File: config.mk
export PLATFORM = sky130hd
export DESIGN_NAME = cpu
export DESIGN_NICKNAME = d
export VERILOG_FILES = /design/src/design/configure_pkg.sv /design/src/design/decoder.sv /design/src/design/register.sv /design/src/design/fetch_stage.sv /design/src/design/fetchbuffer.sv /design/src/design/execute_stage.sv /design/src/design/cpu.sv
export SDC_FILE = /design/constraint.sdc
export NUM_CORES = 2
export LEC_CHECK = 0
export BUFFER_PORTS_ARGS = -buffer_cell sky130_fd_sc_hd__buf_2
export CORE_MARGIN = 2
export CORE_UTILIZATION = 40
export CTS_CLUSTER_DIAMETER = 120
export DETAILED_ROUTE_END_ITERATION = 10
export REMOVE_ABC_BUFFERS = 1
export SKIP_CTS_REPAIR_TIMING = 1
export SLEW_MARGIN = 15
export SYNTH_ARGS = -nofsm -noshare
export SYNTH_HDL_FRONTEND = slang
export SYNTH_HIERARCHICAL = 1
export SYNTH_SLANG_ARGS = --single-unit
File: constraint.sdc
create_clock -name clock -period 6.5 [get_ports clock]
set_input_delay 1.3 -clock clock [delete_from_list [all_inputs] [get_ports clock]]
set_output_delay 1.3 -clock clock [all_outputs]
set_load 0.02 [all_outputs]
File: src/design/configure_pkg.sv
package configure_pkg;

  localparam int xlen = 32;
  localparam logic [xlen-1:0] reset_vector = '0;
  localparam int fetchbuffer_depth = 4;  // Power of two so the pointers wrap on their own
  localparam int fetchbuffer_addr_bits = $clog2(fetchbuffer_depth);

  // Major opcodes the slice understands
  typedef enum logic [6:0] {
    opcode_op     = 7'b0110011,
    opcode_op_imm = 7'b0010011,
    opcode_lui    = 7'b0110111
  } opcode_type;

  typedef enum logic [3:0] {
    alu_add,
    alu_sub,
    alu_and,
    alu_or,
    alu_xor,
    alu_slt,
    alu_sltu,
    alu_sll,
    alu_srl,
    alu_sra
  } alu_op_type;

  typedef enum logic {
    fetch_idle,
    fetch_wait
  } fetch_state_type;

  typedef struct packed {
    logic mem_valid;
    logic [xlen-1:0] mem_addr;
  } mem_in_type;

  typedef struct packed {
    logic mem_ready;
    logic [31:0] mem_rdata;
  } mem_out_type;

  typedef struct packed {
    logic push;
    logic [31:0] instr;
    logic pop;
  } fetchbuffer_in_type;

  typedef struct packed {
    logic [31:0] instr;
    logic empty;
    logic space;  // At least one free entry
  } fetchbuffer_out_type;

  typedef struct packed {
    alu_op_type op;
    logic [4:0] rs1;
    logic [4:0] rs2;
    logic [4:0] rd;
    logic [31:0] imm;
    logic use_imm;
    logic lui;
    logic wren;
    logic illegal;
  } decoder_out_type;

  typedef struct packed {
    logic [4:0] rs1;
    logic [4:0] rs2;
  } register_read_in_type;

  typedef struct packed {
    logic wren;
    logic [4:0] rd;
    logic [31:0] wdata;
  } register_write_in_type;

  typedef struct packed {
    logic [31:0] data1;
    logic [31:0] data2;
  } register_out_type;

  typedef struct packed {
    logic valid;
    logic [31:0] pc;
    logic [4:0] rd;
    logic [31:0] result;
    logic illegal;
  } retire_out_type;

endpackage

File: src/design/decoder.sv
`timescale 1ns/10ps

module decoder (
  input logic [31:0] instr,
  output configure_pkg::decoder_out_type decoder_out
);
  import configure_pkg::*;

  logic [2:0] funct3;
  logic [6:0] funct7;
  logic is_reg;
  logic f7_zero;
  logic f7_alt;  // Bit 30 form, sub and sra
  logic sel_ok;
  alu_op_type sel_op;

  assign funct3 = instr[14:12];
  assign funct7 = instr[31:25];
  assign is_reg = (instr[6:0] == opcode_op);
  assign f7_zero = (funct7 == 7'b0000000);
  assign f7_alt = (funct7 == 7'b0100000);

  // OP and OP-IMM share the funct3 selection
  always_comb begin
    case (funct3)
      3'b000: sel_op = (is_reg && f7_alt) ? alu_sub : alu_add;
      3'b001: sel_op = alu_sll;
      3'b010: sel_op = alu_slt;
      3'b011: sel_op = alu_sltu;
      3'b100: sel_op = alu_xor;
      3'b101: sel_op = f7_alt ? alu_sra : alu_srl;
      3'b110: sel_op = alu_or;
      default: sel_op = alu_and;
    endcase
    // Shifts check funct7 in both forms, the rest only in register form
    if (funct3 == 3'b001)
      sel_ok = f7_zero;
    else if (funct3 == 3'b101)
      sel_ok = f7_zero || f7_alt;
    else if (is_reg)
      sel_ok = f7_zero || (f7_alt && funct3 == 3'b000);
    else
      sel_ok = 1'b1;
  end

  always_comb begin
    decoder_out.op = sel_op;
    decoder_out.rs1 = instr[19:15];
    decoder_out.rs2 = instr[24:20];
    decoder_out.rd = instr[11:7];
    decoder_out.imm = '0;
    decoder_out.use_imm = 1'b0;
    decoder_out.lui = 1'b0;
    decoder_out.wren = 1'b0;
    decoder_out.illegal = 1'b1;
    case (instr[6:0])
      opcode_op: begin
        decoder_out.wren = sel_ok;
        decoder_out.illegal = !sel_ok;
      end
      opcode_op_imm: begin
        decoder_out.use_imm = 1'b1;
        if (funct3[1:0] == 2'b01)
          decoder_out.imm = {27'b0, instr[24:20]};  // shamt
        else
          decoder_out.imm = {{20{instr[31]}}, instr[31:20]};
        decoder_out.wren = sel_ok;
        decoder_out.illegal = !sel_ok;
      end
      opcode_lui: begin
        decoder_out.op = alu_add;
        decoder_out.imm = {instr[31:12], 12'b0};
        decoder_out.lui = 1'b1;
        decoder_out.wren = 1'b1;
        decoder_out.illegal = 1'b0;
      end
      default: begin
        decoder_out.illegal = 1'b1;
      end
    endcase
  end

endmodule

File: src/design/register.sv
`timescale 1ns/10ps

module register (
  input logic clock,
  input logic rst_n,
  input configure_pkg::register_read_in_type register_rin,
  input configure_pkg::register_write_in_type register_win,
  output configure_pkg::register_out_type register_out
);
  import configure_pkg::*;

  logic [xlen-1:0] regs [0:31];

  always_ff @(posedge clock) begin
    if (!rst_n) begin
      for (int i = 0; i < 32; i++) begin
        regs[i] <= '0;
      end
    end else if (register_win.wren && register_win.rd != 5'd0) begin
      regs[register_win.rd] <= register_win.wdata;  // x0 writes dropped
    end
  end

  // Asynchronous read
  assign register_out.data1 = (register_rin.rs1 == 5'd0) ? '0 : regs[register_rin.rs1];
  assign register_out.data2 = (register_rin.rs2 == 5'd0) ? '0 : regs[register_rin.rs2];

endmodule

File: src/design/fetch_stage.sv
`timescale 1ns/10ps

module fetch_stage (
  input logic clock,
  input logic rst_n,
  input configure_pkg::fetchbuffer_out_type fetchbuffer_out,
  input configure_pkg::mem_out_type imem_out,
  output configure_pkg::mem_in_type imem_in,
  output logic push,
  output logic [31:0] instr
);
  import configure_pkg::*;

  fetch_state_type state;
  logic [xlen-1:0] pc;

  // Returned word goes straight into the buffer in the cycle of mem_ready
  assign push = (state == fetch_wait) && imem_out.mem_ready;
  assign instr = imem_out.mem_rdata;

  always_ff @(posedge clock) begin
    if (!rst_n) begin
      state <= fetch_idle;
      pc <= reset_vector;
      imem_in.mem_valid <= 1'b0;
    end else begin
      imem_in.mem_valid <= 1'b0;  // Strobe lasts a single cycle
      case (state)
        fetch_idle: begin
          // Only ask when the answer is sure to find room
          if (fetchbuffer_out.space) begin
            imem_in.mem_valid <= 1'b1;
            imem_in.mem_addr <= pc;
            state <= fetch_wait;
          end
        end
        fetch_wait: begin
          if (imem_out.mem_ready) begin
            pc <= pc + xlen'(4);
            state <= fetch_idle;
          end
        end
        default: begin
          state <= fetch_idle;
        end
      endcase
    end
  end

endmodule

File: src/design/fetchbuffer.sv
`timescale 1ns/10ps

module fetchbuffer (
  input logic clock,
  input logic rst_n,
  input logic push,
  input logic [31:0] instr,
  input logic pop,
  output configure_pkg::fetchbuffer_out_type fetchbuffer_out
);
  import configure_pkg::*;

  logic [31:0] queue [0:fetchbuffer_depth-1];
  logic [fetchbuffer_addr_bits-1:0] rptr;
  logic [fetchbuffer_addr_bits-1:0] wptr;
  logic [fetchbuffer_addr_bits:0] count;  // One extra bit to tell full from empty

  always_ff @(posedge clock) begin
    if (push) begin
      queue[wptr] <= instr;
    end
  end

  always_ff @(posedge clock) begin
    if (!rst_n) begin
      rptr <= '0;
      wptr <= '0;
      count <= '0;
    end else begin
      if (push) begin
        wptr <= wptr + 1'b1;
      end
      if (pop) begin
        rptr <= rptr + 1'b1;
      end
      case ({push, pop})
        2'b10: count <= count + 1'b1;
        2'b01: count <= count - 1'b1;
        default: count <= count;  // Both or neither
      endcase
    end
  end

  assign fetchbuffer_out.instr = queue[rptr];
  assign fetchbuffer_out.empty = (count == '0);
  assign fetchbuffer_out.space = (count != (fetchbuffer_addr_bits + 1)'(fetchbuffer_depth));

endmodule

File: src/design/execute_stage.sv
`timescale 1ns/10ps

module execute_stage (
  input logic clock,
  input logic rst_n,
  input logic hold,
  input configure_pkg::fetchbuffer_out_type fetchbuffer_out,
  output logic pop,
  output configure_pkg::retire_out_type retire
);
  import configure_pkg::*;

  decoder_out_type decoder_out;
  register_read_in_type register_rin;
  register_write_in_type register_win;
  register_out_type register_out;
  logic [xlen-1:0] pc;  // Address of the next instruction to retire
  logic [xlen-1:0] op_a;
  logic [xlen-1:0] op_b;
  logic [xlen-1:0] alu_result;
  logic [xlen-1:0] result;

  assign pop = !fetchbuffer_out.empty && !hold;

  decoder decoder_comp (
    .instr(fetchbuffer_out.instr),
    .decoder_out(decoder_out)
  );

  register register_comp (
    .clock(clock),
    .rst_n(rst_n),
    .register_rin(register_rin),
    .register_win(register_win),
    .register_out(register_out)
  );

  assign register_rin.rs1 = decoder_out.rs1;
  assign register_rin.rs2 = decoder_out.rs2;
  assign op_a = register_out.data1;
  assign op_b = decoder_out.use_imm ? decoder_out.imm : register_out.data2;

  always_comb begin
    case (decoder_out.op)
      alu_add: alu_result = op_a + op_b;
      alu_sub: alu_result = op_a - op_b;
      alu_and: alu_result = op_a & op_b;
      alu_or: alu_result = op_a | op_b;
      alu_xor: alu_result = op_a ^ op_b;
      alu_slt: alu_result = {{(xlen-1){1'b0}}, $signed(op_a) < $signed(op_b)};
      alu_sltu: alu_result = {{(xlen-1){1'b0}}, op_a < op_b};
      alu_sll: alu_result = op_a << op_b[4:0];
      alu_srl: alu_result = op_a >> op_b[4:0];
      alu_sra: alu_result = $signed(op_a) >>> op_b[4:0];
      default: alu_result = '0;
    endcase
  end

  // Illegal words retire with a zero result
  assign result = decoder_out.illegal ? '0 : (decoder_out.lui ? decoder_out.imm : alu_result);

  // Write lands at the same edge as the retire, so the next pop already sees it
  assign register_win.wren = pop && decoder_out.wren;
  assign register_win.rd = decoder_out.rd;
  assign register_win.wdata = result;

  always_ff @(posedge clock) begin
    if (!rst_n) begin
      pc <= reset_vector;
      retire.valid <= 1'b0;
    end else begin
      retire.valid <= pop;
      if (pop) begin
        pc <= pc + xlen'(4);
        retire.pc <= pc;
        retire.rd <= decoder_out.rd;
        retire.result <= result;
        retire.illegal <= decoder_out.illegal;
      end
    end
  end

endmodule

File: src/design/cpu.sv
`timescale 1ns/10ps

module cpu (
  input logic clock,
  input logic rst_n,
  input logic hold,
  input configure_pkg::mem_out_type imem_out,
  output configure_pkg::mem_in_type imem_in,
  output configure_pkg::retire_out_type retire
);
  import configure_pkg::*;

  fetchbuffer_in_type fetchbuffer_in;
  fetchbuffer_out_type fetchbuffer_out;

  fetch_stage fetch_stage_comp (
    .clock(clock),
    .rst_n(rst_n),
    .fetchbuffer_out(fetchbuffer_out),
    .imem_out(imem_out),
    .imem_in(imem_in),
    .push(fetchbuffer_in.push),
    .instr(fetchbuffer_in.instr)
  );

  fetchbuffer fetchbuffer_comp (
    .clock(clock),
    .rst_n(rst_n),
    .push(fetchbuffer_in.push),
    .instr(fetchbuffer_in.instr),
    .pop(fetchbuffer_in.pop),
    .fetchbuffer_out(fetchbuffer_out)
  );

  execute_stage execute_stage_comp (
    .clock(clock),
    .rst_n(rst_n),
    .hold(hold),
    .fetchbuffer_out(fetchbuffer_out),
    .pop(fetchbuffer_in.pop),
    .retire(retire)
  );

endmodule

==> run summary <==
The flow ran to the end, but the final reports show violations. The final reports fail on setup timing. In the synthesized netlist the dominant register cell turns out to be edfxtp_1. The number of enable flip-flop cells after synthesis came out at 1250.

Dividing the final minimum period by the clock period gives 103%. The slack of the worst reg-to-reg path is -0.21 ns. The initial antenna violation count came out at 19.

The power density over the cells came out at 509 mW/mm^2. The number of DRC markers after the initial detailed-route iteration is 7981. The floorplan step set the die width to 440 microns.

The I/O pin count is 140. The final weighted congestion of routability-driven global placement came out at 1.01. The startpoint identified for the worst hold timing path is execute_stage_comp/pc[31]$_SDFFE_PN0P_. The HPWL after detailed placement is 196 mm.

The worst register-to-register path has a depth of 25. TritonCTS created 136 clock buffers. The slowest stage of the critical path belongs to the cell mux4_4. After detailed routing, the number of remaining DRC violations is 0. The post-route worst setup slack came out at -0.213 ns.

In the routed layout, each cell is associated on average with a via count of 6.28. Summing the areas of all fa, ha and maj instances in the mapped netlist gives 1.84% of the synthesized area. The clock latency of the later-clocked register in the worst-skew pair came out at 0.79 ns. STA classifies the critical path startpoint as a flip-flop.

The total standard cell area after synthesis is 0.0760 sq mm. The wire length per cell after detailed routing came out at 32.9 microns. The overall routed net length is 304 mm.

The wire length of the first global-routing pass came out at 410 mm. The classification of the worst-slack hold path is reg2reg. The worst setup path is captured at a flip-flop. The via count of the routed design came out at 57915. For this design the static power due to leakage is 35.0 nW. The setup path with the least slack is of type reg2reg. The synthesized-area fraction occupied by ao, oa, aoi and oai cells is 8.91%. The synthesized-area fraction occupied by and/or/nand/nor cells is 13.6%. The post-synthesis instance total came out at 5815. TritonCTS built the clock tree. The critical path's largest stage delay is 0.69 ns. Global routing used 29.7% of the available tracks. The standard-cell row count came out at 159. The worst hold path cell count came out at 0. In this run the critical register-to-register path is captured at execute_stage_comp/register_comp/regs[30][30]$_SDFFCE_PN0P_. The vertical die dimension came out at 440 microns.

The area added between synthesis and finish came out at 24.1%. The core outline area is 0.188 sq mm. Counting along the longest clock path gives a buffer depth of 3. The final setup violation count is 389. CTS placed an instance of clkbuf_16 at the clock tree root. The via count of the first global-routing pass is 56202. Setup repair after global routing could not meet its margin everywhere. The final number of max-transition violations came out at 0. The net total in the final layout came out at 6763. The effective utilization at floorplan came out at 40.4%.

Headroom to the max-slew limit came out at 15.8%. Max-cap violations in this run came to 0. The first-pass iteration count of the detailed router came out at 8.

The number of warnings issued by yosys is 6. During placement, the flow inserted port buffers numbering 135. By area, the combinational part of the netlist is dominated by multiplexers. The non-filler instance count after layout came out at 9229. The flop and latch count out of synthesis is 1322. The number of buffers and inverters on the critical path came out at 8. Of all nets on the critical path, the largest fanout is 8. In the final layout, the share of cells above drive strength 1 is 34.6%. A synthesized cell averages 13.1 sq um. After clock tree synthesis, the clock-pin slew on the worst setup and hold paths is 0.07 ns.

The library cell used most frequently in the layout, excluding fill and tap cells, is edfxtp_1. The sequential cell area fraction in the yosys report came out at 51.3%. The total clock sinks is 1322. The maximum resistive drop on vdd came out at 0.000395 V. The top cell types in the final layout, fill and taps aside, are 1250 x edfxtp_1, 1038 x and2_1, 899 x buf_4. The number of cells in the design after placement is 8866. At the pin with the least slew margin, the transition time is 1.26 ns. Among cell families on the critical path, the largest total delay comes from compound AO/OA/AOI/OAI gates. The mux contribution to synthesized area came out at 19.1%. By instance count, the cell type seen most on the critical path is buf_6. The H-tree generated during clock tree synthesis spans 4 levels. The number of distinct library cell variants in the gate-level netlist after synthesis came out at 107. The fraction of registers with async set/reset is 0%. The end point of the worst hold path is execute_stage_comp/retire[69]$_DFFE_PP_. The count of endpoints failing hold in the final timing report is 0. The remaining antenna violation count after routing is 0. The critical path arrival is 7.35 ns. The achievable clock frequency came out at 149 MHz. The global route total overflow is 0.

At the worst endpoint, the required time is 7.14 ns. The post-route minimum period came out at 6.71 ns. The critical path depth is 25. The xor and xnor area share after synthesis came out at 0.703%.

The die covers 0.193 sq mm. The clock arrives with 0.0333 ns of skew. The sum of negative setup slack came out at -33.40 ns. The largest net degree at the start of global routing is 79.
cell type report:
| cell class | count | area (sq um) |
|---|---|---|
| Antenna cell | 12 | 30.0 |
| Clock buffer | 163 | 3590 |
| Clock inverter | 80 | 865 |
| Fill cell | 16160 | 93900 |
| Inverter | 108 | 412 |
| Multi-Input combinational cell | 3823 | 36100 |
| Sequential cell | 1322 | 39000 |
| Tap cell | 2495 | 3120 |
| Timing Repair Buffer | 1226 | 11200 |
synth_stat cells (11+ instances only):
cell type | n | area share, %
a21o_1 | 40 | 0.40
o22ai_1 | 100 | 0.82
nand4_1 | 31 | 0.26
and3_1 | 15 | 0.12
nor4_1 | 18 | 0.15
nand3_1 | 53 | 0.35
a2111oi_0 | 25 | 0.29
mux2_2 | 32 | 0.47
mux4_2 | 512 | 15
o221ai_1 | 36 | 0.42
nor3_1 | 102 | 0.67
o21bai_1 | 11 | 0.11
a2111oi_1 | 13 | 0.17
buf_6 | 26 | 0.39
a21oi_1 | 196 | 1.3
or3_1 | 20 | 0.16
nor2b_1 | 27 | 0.22
a211oi_1 | 77 | 0.76
and2_1 | 1051 | 8.7
ha_1 | 107 | 1.8
nand2_1 | 210 | 1.0
o31ai_1 | 23 | 0.23
a31oi_1 | 27 | 0.22
inv_1 | 100 | 0.49
a221oi_1 | 31 | 0.36
xnor2_1 | 40 | 0.46
dfxtp_1 | 72 | 1.9
or4_1 | 13 | 0.13
o211ai_1 | 44 | 0.43
nand2b_1 | 20 | 0.16
buf_4 | 99 | 0.98
mux2i_1 | 252 | 3.3
xor2_1 | 21 | 0.24
nor2_1 | 221 | 1.1
buf_1 | 18 | 0.089
edfxtp_1 | 1250 | 49
o21ai_1 | 29 | 0.19
o21ai_0 | 128 | 0.84
a22oi_1 | 35 | 0.35
buf_2 | 103 | 0.68
a311oi_1 | 15 | 0.17
clkbuf_1 | 345 | 1.7
a22o_1 | 51 | 0.59
cells by family after synthesis:
logic type	Yosys count
xor+xnor	61
flops	1322
fa+ha+maj	110
buf+inv	703
mux	801
compound gates	982
simple gates	1833
other cells	3
registers in the layout, indices dropped and copies added, names as in the netlist, named ones only:
name and flops:
execute_stage_comp/pc 30, execute_stage_comp/register_comp/regs 1024, execute_stage_comp/retire 69, fetch_stage_comp/imem_in 31
fetch_stage_comp/pc 30, fetch_stage_comp/state 1, fetchbuffer_comp/count 3, fetchbuffer_comp/queue 128
fetchbuffer_comp/rptr 2, fetchbuffer_comp/wptr 2
how the worst max path moves through the flow:
stage                     startpoint                                                           to  slack, ns
after floorplan            flip-flop                      execute_stage_comp/retire[29]$_DFFE_PP_     -10.80
after global placement     flip-flop  execute_stage_comp/register_comp/regs[23][28]$_SDFFCE_PN0P_      -1.27
after detailed placement   flip-flop   execute_stage_comp/register_comp/regs[6][31]$_SDFFCE_PN0P_      -1.30
after CTS                  flip-flop   execute_stage_comp/register_comp/regs[8][31]$_SDFFCE_PN0P_      -1.36
after global routing       flip-flop  execute_stage_comp/register_comp/regs[24][30]$_SDFFCE_PN0P_      -0.32
final                      flip-flop  execute_stage_comp/register_comp/regs[30][30]$_SDFFCE_PN0P_      -0.21
metal layers:
layer	share of wire, %	vias up	track usage [%]
li1	-	23822	-
met1	37	29417	37.8
met2	46	3830	47.2
met3	11	834	7.09
met4	6.1	12	15.2
met5	0.026	-	0
report_power, final:
group / switching (mW) / internal, mW
combinational: 17.0 / 13.2
clock: 3.39 / 4.56
sequential: 0.189 / 9.68
total: 20.6 / 27.4
worst reg2reg max path: cells and delay by family, from the launching register on:
family                     cells  cell delay, ns
muxes                          3            1.68
buffers and inverters          8            1.32
DFF                            1            0.39
adders and majority gates      1            0.40
and+or+nand+nor                3            0.39
AOI/OAI and AO/OA             10            2.43
per-stage QoR:
stage               instance area, sq um  total power [mW]  worst slack, ns  hold WS, ns  utilization, %
floorplan                          73100              23.6           -10.80        0.417               -
global placement                   86600              37.0            -1.27        0.438            46.0
detailed placement                 86600              37.1            -1.30        0.461            46.0
CTS                                91100              45.0            -1.36        0.473            48.4
global route                       94200              49.6           -0.320        0.488            50.1
finish                             94300              48.0           -0.213        0.463            50.1
Note: power is estimated with default switching activity, not from simulation.
